<file path="config.mk">
export PLATFORM = sky130hd
export DESIGN_NAME = wh_top
export DESIGN_NICKNAME = d
export VERILOG_FILES = /design/src/design/gat_pkg.sv /design/src/design/dp_ram.sv /design/src/design/wgt_regs.sv /design/src/design/wh_engine.sv /design/src/design/wh_top.sv
export SDC_FILE = /design/constraint.sdc
export NUM_CORES = 2
export LEC_CHECK = 0
export BUFFER_PORTS_ARGS = -buffer_cell sky130_fd_sc_hd__buf_2
export CORE_MARGIN = 4
export CORE_UTILIZATION = 59
export CTS_BUF_LIST = sky130_fd_sc_hd__clkbuf_2 sky130_fd_sc_hd__clkbuf_4 sky130_fd_sc_hd__clkbuf_8
export DETAILED_ROUTE_END_ITERATION = 6
export GPL_ROUTABILITY_DRIVEN = 0
export PLACE_DENSITY = 0.79
export REMOVE_ABC_BUFFERS = 1
export SYNTH_ARGS = -nofsm -noshare
export SYNTH_HDL_FRONTEND = slang
export SYNTH_SLANG_ARGS = --single-unit
</file>
<file path="constraint.sdc">
create_clock -name clk -period 7.5 [get_ports clk]
set_input_delay 0.375 -clock clk [delete_from_list [all_inputs] [get_ports clk]]
set_output_delay 0.375 -clock clk [all_outputs]
set_load 0.01 [all_outputs]
</file>
<file path="src/design/gat_pkg.sv">
`default_nettype none

package gat_pkg;

  // ========================================
  // Problem sizes
  // ========================================

  // Columns of H and rows of W
  localparam int NUM_FEATURE_IN  = 8;
  // Columns of W, one accumulator each
  localparam int NUM_FEATURE_OUT = 4;
  localparam int NUM_ROWS        = 8;
  localparam int H_DEPTH         = NUM_ROWS * NUM_FEATURE_IN;
  localparam int NUM_SUBGRAPHS   = 8;
  localparam int WH_DEPTH        = 8;
  localparam int WGT_DEPTH       = NUM_FEATURE_IN * NUM_FEATURE_OUT;

  // ========================================
  // Field widths
  // ========================================

  localparam int FEAT_W     = 8;
  // Eight 8x8 signed products fit with room to spare
  localparam int ACC_W      = 20;
  localparam int IDX_W      = $clog2(NUM_FEATURE_IN);
  // Must hold NUM_ROWS itself
  localparam int NODE_CNT_W = $clog2(NUM_ROWS + 1);
  localparam int H_ADDR_W   = $clog2(H_DEPTH);
  localparam int SG_ADDR_W  = $clog2(NUM_SUBGRAPHS);
  localparam int WH_ADDR_W  = $clog2(WH_DEPTH);
  localparam int WGT_ADDR_W = $clog2(WGT_DEPTH);

  // Sums, then node count, then source flag in bit 0
  localparam int WH_WORD_W  = NUM_FEATURE_OUT * ACC_W + NODE_CNT_W + 1;

  // ========================================
  // Types
  // ========================================

  typedef logic signed [FEAT_W-1:0]     feat_t;
  typedef logic signed [ACC_W-1:0]      acc_t;
  typedef logic        [IDX_W-1:0]      idx_t;
  typedef logic        [NODE_CNT_W-1:0] node_cnt_t;
  typedef logic        [H_ADDR_W-1:0]   h_addr_t;
  typedef logic        [SG_ADDR_W-1:0]  sg_addr_t;
  typedef logic        [WH_ADDR_W-1:0]  wh_addr_t;
  typedef logic        [WGT_ADDR_W-1:0] wgt_addr_t;
  typedef logic        [WH_WORD_W-1:0]  wh_word_t;

endpackage

`default_nettype wire

</file>
<file path="src/design/dp_ram.sv">
`timescale 1ns/1ps
`default_nettype none

// Simple dual-port memory, one write port and one read port
module dp_ram #(
  parameter  int DEPTH  = 64,
  parameter  int WIDTH  = 8,
  localparam int ADDR_W = $clog2(DEPTH)
) (
  input  logic              clk,

  // Write port
  input  logic              we,
  input  logic [ADDR_W-1:0] waddr,
  input  logic [WIDTH-1:0]  wdata,

  // Read port, data one cycle after the address
  input  logic [ADDR_W-1:0] raddr,
  output logic [WIDTH-1:0]  rdata
);

  logic [WIDTH-1:0] mem [DEPTH];

  // Write side
  always_ff @(posedge clk) begin
    if (we) begin
      mem[waddr] <= wdata;
    end
  end

  // Registered read
  // Same-address read during a write returns the old word
  always_ff @(posedge clk) begin
    rdata <= mem[raddr];
  end

endmodule

`default_nettype wire

</file>
<file path="src/design/wgt_regs.sv">
`timescale 1ns/1ps
`default_nettype none

module wgt_regs (
  input  logic                                          clk,
  input  logic                                          rst_n,

  // Byte writes, address = out column * NUM_FEATURE_IN + in row
  input  logic                                          wgt_we,
  input  gat_pkg::wgt_addr_t                            wgt_addr,
  input  gat_pkg::feat_t                                wgt_wdata,

  // Row select from the engine
  input  gat_pkg::idx_t                                 idx,
  output gat_pkg::feat_t [gat_pkg::NUM_FEATURE_OUT-1:0] wgt_row
);

  import gat_pkg::*;

  // One column of W per output feature
  feat_t [NUM_FEATURE_IN-1:0] w_col  [NUM_FEATURE_OUT];
  logic  [NUM_FEATURE_IN-1:0] wr_sel [NUM_FEATURE_OUT];

  // ========================================
  // Write decode
  // ========================================

  always_comb begin
    for (int c = 0; c < NUM_FEATURE_OUT; c++) begin
      for (int r = 0; r < NUM_FEATURE_IN; r++) begin
        wr_sel[c][r] = wgt_we && (wgt_addr == wgt_addr_t'(c * NUM_FEATURE_IN + r));
      end
    end
  end

  always_ff @(posedge clk or negedge rst_n) begin
    if (!rst_n) begin
      for (int c = 0; c < NUM_FEATURE_OUT; c++) begin
        w_col[c] <= '0;
      end
    end else begin
      for (int c = 0; c < NUM_FEATURE_OUT; c++) begin
        for (int r = 0; r < NUM_FEATURE_IN; r++) begin
          if (wr_sel[c][r]) begin
            w_col[c][r] <= wgt_wdata;
          end
        end
      end
    end
  end

  // ========================================
  // Row read
  // ========================================

  // Same input row picked from every column
  always_comb begin
    for (int c = 0; c < NUM_FEATURE_OUT; c++) begin
      wgt_row[c] = w_col[c][idx];
    end
  end

endmodule

`default_nettype wire

</file>
<file path="src/design/wh_engine.sv">
`timescale 1ns/1ps
`default_nettype none

module wh_engine (
  input  logic                                          clk,
  input  logic                                          rst_n,
  input  logic                                          run,

  // Memory and weight read data
  input  gat_pkg::feat_t                                h_rdata,
  input  gat_pkg::node_cnt_t                            sg_rdata,
  input  gat_pkg::feat_t [gat_pkg::NUM_FEATURE_OUT-1:0] wgt_row,

  // Read addresses and weight row select
  output gat_pkg::h_addr_t                              h_raddr,
  output gat_pkg::sg_addr_t                             sg_raddr,
  output gat_pkg::idx_t                                 idx,

  // Finished rows
  output logic                                          wh_valid,
  output gat_pkg::wh_word_t                             wh_data,
  output gat_pkg::wh_addr_t                             wh_waddr
);

  import gat_pkg::*;

  // Request stage
  logic      req;
  logic      req_done;

  // Read data stage
  logic      vld_q1;
  idx_t      idx_q1;

  // Capture stage, index is the idx output
  logic      vld_q2;
  feat_t     h_q;

  // Multiply-accumulate
  acc_t [NUM_FEATURE_OUT-1:0] prod;
  acc_t [NUM_FEATURE_OUT-1:0] sum_next;
  acc_t [NUM_FEATURE_OUT-1:0] acc;
  logic      row_end;

  // Subgraph tracking
  node_cnt_t row_cnt;
  node_cnt_t sg_last;
  logic      sg_end;
  wh_word_t  word;

  // ========================================
  // Element requests
  // ========================================

  assign req = run && !req_done;

  // Address holds at the last element once everything is requested
  always_ff @(posedge clk or negedge rst_n) begin
    if (!rst_n) begin
      h_raddr  <= '0;
      req_done <= 1'b0;
    end else if (req) begin
      if (h_raddr == h_addr_t'(H_DEPTH - 1)) begin
        req_done <= 1'b1;
      end else begin
        h_raddr <= h_raddr + 1'b1;
      end
    end
  end

  // Valid tag and column index follow the data through the RAM latency
  // Rows are NUM_FEATURE_IN aligned so the low address bits give the column
  always_ff @(posedge clk or negedge rst_n) begin
    if (!rst_n) begin
      vld_q1 <= 1'b0;
      vld_q2 <= 1'b0;
      idx_q1 <= '0;
      idx    <= '0;
    end else begin
      vld_q1 <= req;
      vld_q2 <= vld_q1;
      idx_q1 <= idx_t'(h_raddr);
      idx    <= idx_q1;
    end
  end

  always_ff @(posedge clk) begin
    if (vld_q1) begin
      h_q <= h_rdata;
    end
  end

  // ========================================
  // Multiply-accumulate
  // ========================================

  // Column 0 starts a fresh sum
  always_comb begin
    for (int j = 0; j < NUM_FEATURE_OUT; j++) begin
      prod[j]     = h_q * wgt_row[j];
      sum_next[j] = (idx == '0) ? prod[j] : acc[j] + prod[j];
    end
  end

  always_ff @(posedge clk) begin
    if (vld_q2) begin
      acc <= sum_next;
    end
  end

  assign row_end = vld_q2 && (idx == idx_t'(NUM_FEATURE_IN - 1));

  // ========================================
  // Subgraph counting and result word
  // ========================================

  assign sg_last = sg_rdata - node_cnt_t'(1);
  assign sg_end  = (row_cnt == sg_last);

  always_ff @(posedge clk or negedge rst_n) begin
    if (!rst_n) begin
      row_cnt  <= '0;
      sg_raddr <= '0;
    end else if (row_end) begin
      if (sg_end) begin
        row_cnt  <= '0;
        sg_raddr <= sg_raddr + 1'b1;
      end else begin
        row_cnt <= row_cnt + 1'b1;
      end
    end
  end

  // Output sum 0 in the top bits
  always_comb begin
    word = '0;
    for (int j = 0; j < NUM_FEATURE_OUT; j++) begin
      word[WH_WORD_W-1-j*ACC_W -: ACC_W] = sum_next[j];
    end
    word[NODE_CNT_W:1] = sg_rdata;
    word[0]            = (row_cnt == '0);
  end

  always_ff @(posedge clk) begin
    if (row_end) begin
      wh_data <= word;
    end
  end

  // Result RAM address steps after each strobe
  always_ff @(posedge clk or negedge rst_n) begin
    if (!rst_n) begin
      wh_valid <= 1'b0;
      wh_waddr <= '0;
    end else begin
      wh_valid <= row_end;
      if (wh_valid) begin
        wh_waddr <= wh_waddr + 1'b1;
      end
    end
  end

endmodule

`default_nettype wire

</file>
<file path="src/design/wh_top.sv">
`timescale 1ns/1ps
`default_nettype none

module wh_top (
  input  logic                clk,
  input  logic                rst_n,
  input  logic                run,

  // Feature memory writes
  input  logic                h_we,
  input  gat_pkg::h_addr_t    h_waddr,
  input  gat_pkg::feat_t      h_wdata,

  // Node count writes
  input  logic                nn_we,
  input  gat_pkg::sg_addr_t   nn_waddr,
  input  gat_pkg::node_cnt_t  nn_wdata,

  // Weight writes
  input  logic                wgt_we,
  input  gat_pkg::wgt_addr_t  wgt_addr,
  input  gat_pkg::feat_t      wgt_wdata,

  // Result strobe
  output logic                wh_valid,
  output gat_pkg::wh_word_t   wh_data,

  // Result readback
  input  gat_pkg::wh_addr_t   rd_addr,
  output gat_pkg::wh_word_t   rd_data
);

  import gat_pkg::*;

  h_addr_t                    h_raddr;
  feat_t                      h_rdata;
  sg_addr_t                   sg_raddr;
  node_cnt_t                  sg_rdata;
  idx_t                       idx;
  feat_t [NUM_FEATURE_OUT-1:0] wgt_row;
  wh_addr_t                   wh_waddr;

  // ========================================
  // Memories
  // ========================================

  dp_ram #(.DEPTH(H_DEPTH), .WIDTH(FEAT_W)) feat_ram (
    .clk   (clk),
    .we    (h_we),
    .waddr (h_waddr),
    .wdata (h_wdata),
    .raddr (h_raddr),
    .rdata (h_rdata)
  );

  dp_ram #(.DEPTH(NUM_SUBGRAPHS), .WIDTH(NODE_CNT_W)) nn_ram (
    .clk   (clk),
    .we    (nn_we),
    .waddr (nn_waddr),
    .wdata (nn_wdata),
    .raddr (sg_raddr),
    .rdata (sg_rdata)
  );

  // Written by the engine strobe, read back from outside
  dp_ram #(.DEPTH(WH_DEPTH), .WIDTH(WH_WORD_W)) wh_ram (
    .clk   (clk),
    .we    (wh_valid),
    .waddr (wh_waddr),
    .wdata (wh_data),
    .raddr (rd_addr),
    .rdata (rd_data)
  );

  wgt_regs wgt_block (
    .clk       (clk),
    .rst_n     (rst_n),
    .wgt_we    (wgt_we),
    .wgt_addr  (wgt_addr),
    .wgt_wdata (wgt_wdata),
    .idx       (idx),
    .wgt_row   (wgt_row)
  );

  // ========================================
  // Engine
  // ========================================

  wh_engine engine (
    .clk      (clk),
    .rst_n    (rst_n),
    .run      (run),
    .h_rdata  (h_rdata),
    .sg_rdata (sg_rdata),
    .wgt_row  (wgt_row),
    .h_raddr  (h_raddr),
    .sg_raddr (sg_raddr),
    .idx      (idx),
    .wh_valid (wh_valid),
    .wh_data  (wh_data),
    .wh_waddr (wh_waddr)
  );

endmodule

`default_nettype wire

</file>
Word level (Yosys, flattened, before mapping)
Memory sizes are Yosys's and may differ from the RTL's. A register that Yosys moved wholly into a read port is not among the register bits.
Index checks and enable logic that the tools add are counted.
- bits in registers: 455
- RAM bits: 1224
- output and inout bits: 171
- logic and storage cells: 160
- memories: 3
- add/subtract/negate cells: 9
- multiply operators: 4
- magnitude comparators: 1
- equal/unequal tests: 34
- muxes and demuxes: 19
- bitwise logic cells: 1
- reductions and logical operators: 41
- memories (memory ; depth ; width ; rd ports ; clocked after Yosys merged registers in ; wr ports ; RTL line ; source):
    wh_ram.mem ; 8 ; 85 ; 1 ; 1 ; 1 ; dp_ram.sv:22 ; logic [WIDTH-1:0] mem [DEPTH];
    feat_ram.mem ; 64 ; 8 ; 1 ; 1 ; 1 ; dp_ram.sv:22 ;
    nn_ram.mem ; 8 ; 4 ; 1 ; 1 ; 1 ; dp_ram.sv:22 ;
- operators with widths (operator ; number):
    8-bit binary-select mux with 3-bit select ; 4
    20-bit adder ; 4
    5-bit == test (second input constant) ; 16
    20-bit two-way mux ; 4
    8-bit by 8-bit multiplier with 16-bit output ; 4
    5-bit by 4-bit == test with 1-bit output (second input constant) ; 8
    1-bit logical AND ; 34
    8-bit two-way mux ; 4
    5-bit by 3-bit == test with 1-bit output (second input constant) ; 4
    5-bit by 2-bit == test with 1-bit output (second input constant) ; 2
    3-bit by 1-bit adder with 3-bit output (second input constant) ; 2
    6-bit by 1-bit adder with 6-bit output (second input constant) ; 1
    6-bit == test (second input constant) ; 1
    1-bit two-way mux ; 6
    2-bit AND reduction ; 3
    5-bit by 1-bit == test with 1-bit output (second input constant) ; 1
    5-bit zero test ; 1
    4-bit by 1-bit adder with 4-bit output (second input constant) ; 1
    4-bit == test ; 1
    4-bit zero test ; 1
    3-bit by 4-bit < comparator with 1-bit output (second input constant) ; 1
    4-bit two-way mux ; 1
    4-bit by 1-bit subtractor with 4-bit output (second input constant) ; 1
    3-bit == test (second input constant) ; 1
    3 further kinds ; 3

Longest topological paths before layout
- depth in word-level cells: 5
- gate-level depth with buffers: 31
- mapped depth without buffers: 28

By module
A second synthesis with hierarchy kept.
- cells, all modules: 4850
- area, all modules: 81375.5 um^2
- modules (own cells, without submodules) (module ; times used ; cells an instance ; area each (um^2)):
    dp_ram (wh_ram) ; 1 ; 1080 ; 27241.1
    wh_engine ; 1 ; 2061 ; 20962.6
    dp_ram (feat_ram) ; 1 ; 940 ; 20166.8
    wgt_regs ; 1 ; 706 ; 11634.9
    dp_ram (nn_ram) ; 1 ; 63 ; 1370.1

Worst setup path before layout
No wires, ideal clock.
- path type: register to register
- from: reg engine.idx[0]
- to: reg engine.acc[78] (netlist name) (data pin)
- library setup time: 0.275 ns
- arrival: 7.390 ns
- slack: -0.165 ns
- stages on the path, launching flop included: 28
- buffers on the path: 3
- path through: dfrtp_1 clkbuf_1 buf_2 buf_2 mux4_2 mux2i_1 nor2b_1 fa_1 inv_1 fa_1 inv_1 fa_1 inv_1 fa_1 inv_1 ha_1 a21oi_1 o22ai_1 o41ai_1 xnor2_1 ha_1 and2_1 a311o_1 a31o_1 a311o_1 o311ai_1 mux2i_1 o311ai_1
- RTL lines (element ; RTL line ; source):
    start, declared ; wh_engine.sv:17 ; output gat_pkg::idx_t idx,
    start signal, assigned ; wh_engine.sv:83 ; idx <= idx_q1;
    end signal, assigned ; wh_engine.sv:107 ; acc <= sum_next;
    end, declared ; wh_engine.sv:42 ; acc_t [NUM_FEATURE_OUT-1:0] acc;

==> flow_summary.yaml <==
routing:
  wire_per_inst_um: 23.2
  drc: 1
  vias_per_cell: 5.92
  wl_met3_um: 10800
  num_vias: 42700
  drt_wl_total_um: 168000
  ant_nets: 0
  route.met2.wl_um: 81900
  firstDrtPassIters: 7
  drtIter0Drc: 3386
  highest_layer: "met5"
  wirelength_met1_um: 70900
cts:
  clk_latency_ns: 0.96
  cts_root_buf: "clkbuf_8"
  cts_buffers: 300
  cts_tree: "built"
  clkTransAtPathRegs_ns: 0.06
  ctsHtreeMaxLevel: 5
  clk_path_buf_depth: 4
  clock_sinks: 1776
global_routing:
  grtUsageTotal: 0.240
  grt_antenna_before_repair: 14
  grt_overflow: 0
  grt_pass1_wl_um: 262000
  grt_max_degree: 170
  grt_pass1_vias: 45200
job:
  max_cap_violations: 0
die:
  coreArea_um2: 135000
  top_level_ports: 214
  die_h_um: 377
  dieArea_um2: 142000
  rows: 135
  dieWidth_um: 377
  initial_core_util: 0.593
outcome:
  violations: "DRC"
  status: "finished, violations left"
logic_synthesis:
  yosys-top-cells-area: "edfxtp_1 (52%), mux4_2 (11%), dfrtp_1 (8.8%), fa_1 (5.6%), mux2_2 (5.1%)"
  synth.avg_cell_area_um2: 17.1
  synth_cells: 4699
  synth_top_cell_area_share: 0.522
  synth-edff-count: 1397
  netlist_area_um2: 80400
  synth-seq-cells: 1776
  ys_seq_area_frac: 0.634
  async_flop_share: 0.159
  synth.distinct_cells: 65
  ys_warn_count: 0
  yosysTopAreaCell: "edfxtp_1"
  synth_ff_type: "edfxtp_1"
timing:
  skew_ns: 0.0862
  final-max-slew-violation-count: 0
  tightest_slew_ns: 1.26
  hold_slack_ns: 0.0931
  finalHoldViolCount: 0
  setup_viol: 0
  tns_ns: 0
  period_minus_slack_ns: 7.36
  timing.fmax_mhz: 136
  period_share: 0.981
  rsz0062_at_grt: "yes"
  slew_headroom: 0.162
cells_and_area:
  nets: 5692
  syn2layout_area_growth_pct: 12.9
  drive_above_1_share: 0.312
  final_area_um2: 90800
setup_path:
  crit_slowest_cell: "dfrtp_4"
  critPathKind: "reg2reg"
  end_kind: "flip-flop"
  critPathMaxStageDelay_ns: 0.54
  critPathLaunchType: "flip-flop"
  cpMostUsedCell: "fa_1"
  cp_max_fo: 9
  crit_buf_inv: 7
  worst-endpoint-arrival_ns: 8.00
  crit_family: "adder cells"
  critPathRequiredTime_ns: 8.14
placed_design:
  place_area_um2: 84200
  port-buffer-count: 213
  dp_hpwl_um: 106000
min_path:
  hp-class: "in2reg"
routing by layer:
layer	GRT usage	up-vias
li1	-	18700
met3	0.0424	321
met4	0.0700	8
met2	0.384	1547
met1	0.347	22100
met5	0	-
path summary, 6_finish.rpt:
| kind | startpoint | to | slack [ns] | cells past startpoint |
|---|---|---|---|---|
| max | engine.idx[0] | engine.wh_data[23] | 0.14 | 28 |
| min reg2reg | engine.idx_q1[1] | engine.idx[1] | 0.35 | 0 |
| max in group asynchronous | rst_n | engine.vld_q2 | 5.88 | 3 |
| min in group asynchronous | rst_n | wgt_block.w_col[0] | 0.11 | 2 |
| max reg2reg | engine.idx[0] | engine.wh_data[23] | 0.14 | 28 |
| min | wgt_wdata[3] | wgt_block.w_col[163] | 0.09 | 2 |
what timing repair did:
item	in CTS	in global routing
gates cloned	0	2
endpoints found under the hold margin	182	0
setup buffers	0	24
resized for setup	4	56
endpoints found under the setup margin	4	38
pin swaps	0	21
hold buffers	17	0
through the flow:
| stage | util | worst slack [ns] | std cells |
|---|---|---|---|
| 5_1_grt | 0.670 | -0.0951 | 7211 |
| 3_5_place_dp | 0.622 | -0.157 | 6651 |
| 2_1_floorplan | - | -2.00 | 4513 |
| 3_3_place_gp | 0.622 | 0.0673 | 6651 |
| 6_report | 0.670 | 0.142 | 7213 |
| 4_1_cts | 0.666 | 0.00687 | 7177 |
synthesized netlist by cell type (all sizes together) (30+ instances only):
library cell	instances
a21o	38
nor3	30
a21oi	101
and2	33
mux2	365
nand2	146
o21ai	89
xor2	43
mux2i	31
ha	210
nor2	190
nor2b	158
buf	52
mux4	410
fa	224
inv	353
edfxtp	1397
nand2b	45
dfxtp	97
dfrtp	282
clkbuf	134
xnor2	99
cell families after synthesis:
group	share of synthesized area
adder cells (fa/ha/maj)	0.0885
XOR/XNOR	0.0155
buffers and inverters	0.0258
flip-flops	0.634
multiplexers	0.170
AO/OA/AOI/OAI	0.0251
AND/OR/NAND/NOR	0.0416
sequential cells by signal (all words and copies together), names as in the netlist, 4 cells and up:
signal	flops
engine.wh_data	85
engine.row_cnt	4
engine.h_raddr	6
feat_ram.rdata	8
wgt_block.w_col	256
engine.acc	80
nn_ram.rdata	4
engine.h_q	8
wh_ram.rdata	85
wh_ram.mem	680
feat_ram.mem	512
nn_ram.mem	32
final cells by class:
type | count | area, um^2
Antenna cell | 10 | 25.0
Clock buffer | 421 | 5200
Clock inverter | 88 | 607
Fill cell | 8839 | 44700
Inverter | 353 | 1330
Multi-Input combinational cell | 2384 | 27700
Sequential cell | 1776 | 51000
Tap cell | 1781 | 2230
Timing Repair Buffer | 400 | 2710
layout by cell type (no fill, tap or decap), types with 96 or more instances in the layout:
master    synthesis  final
edfxtp_1       1397   1397
mux4_2          410    410
mux2_2          365    364
inv_1           353    351
clkbuf_8          0    326
dfrtp_1         282    275
fa_1            224    224
buf_2             9    209
ha_1            210    206
nor2_1          190    183
nor2b_1         158    157
buf_4            10    157
nand2_1         146    146
dfxtp_1          97     97
xnor2_1          99     96
Power is not shown: default switching activity piles up to over one toggle a cycle in this logic, so the estimate is an artifact.
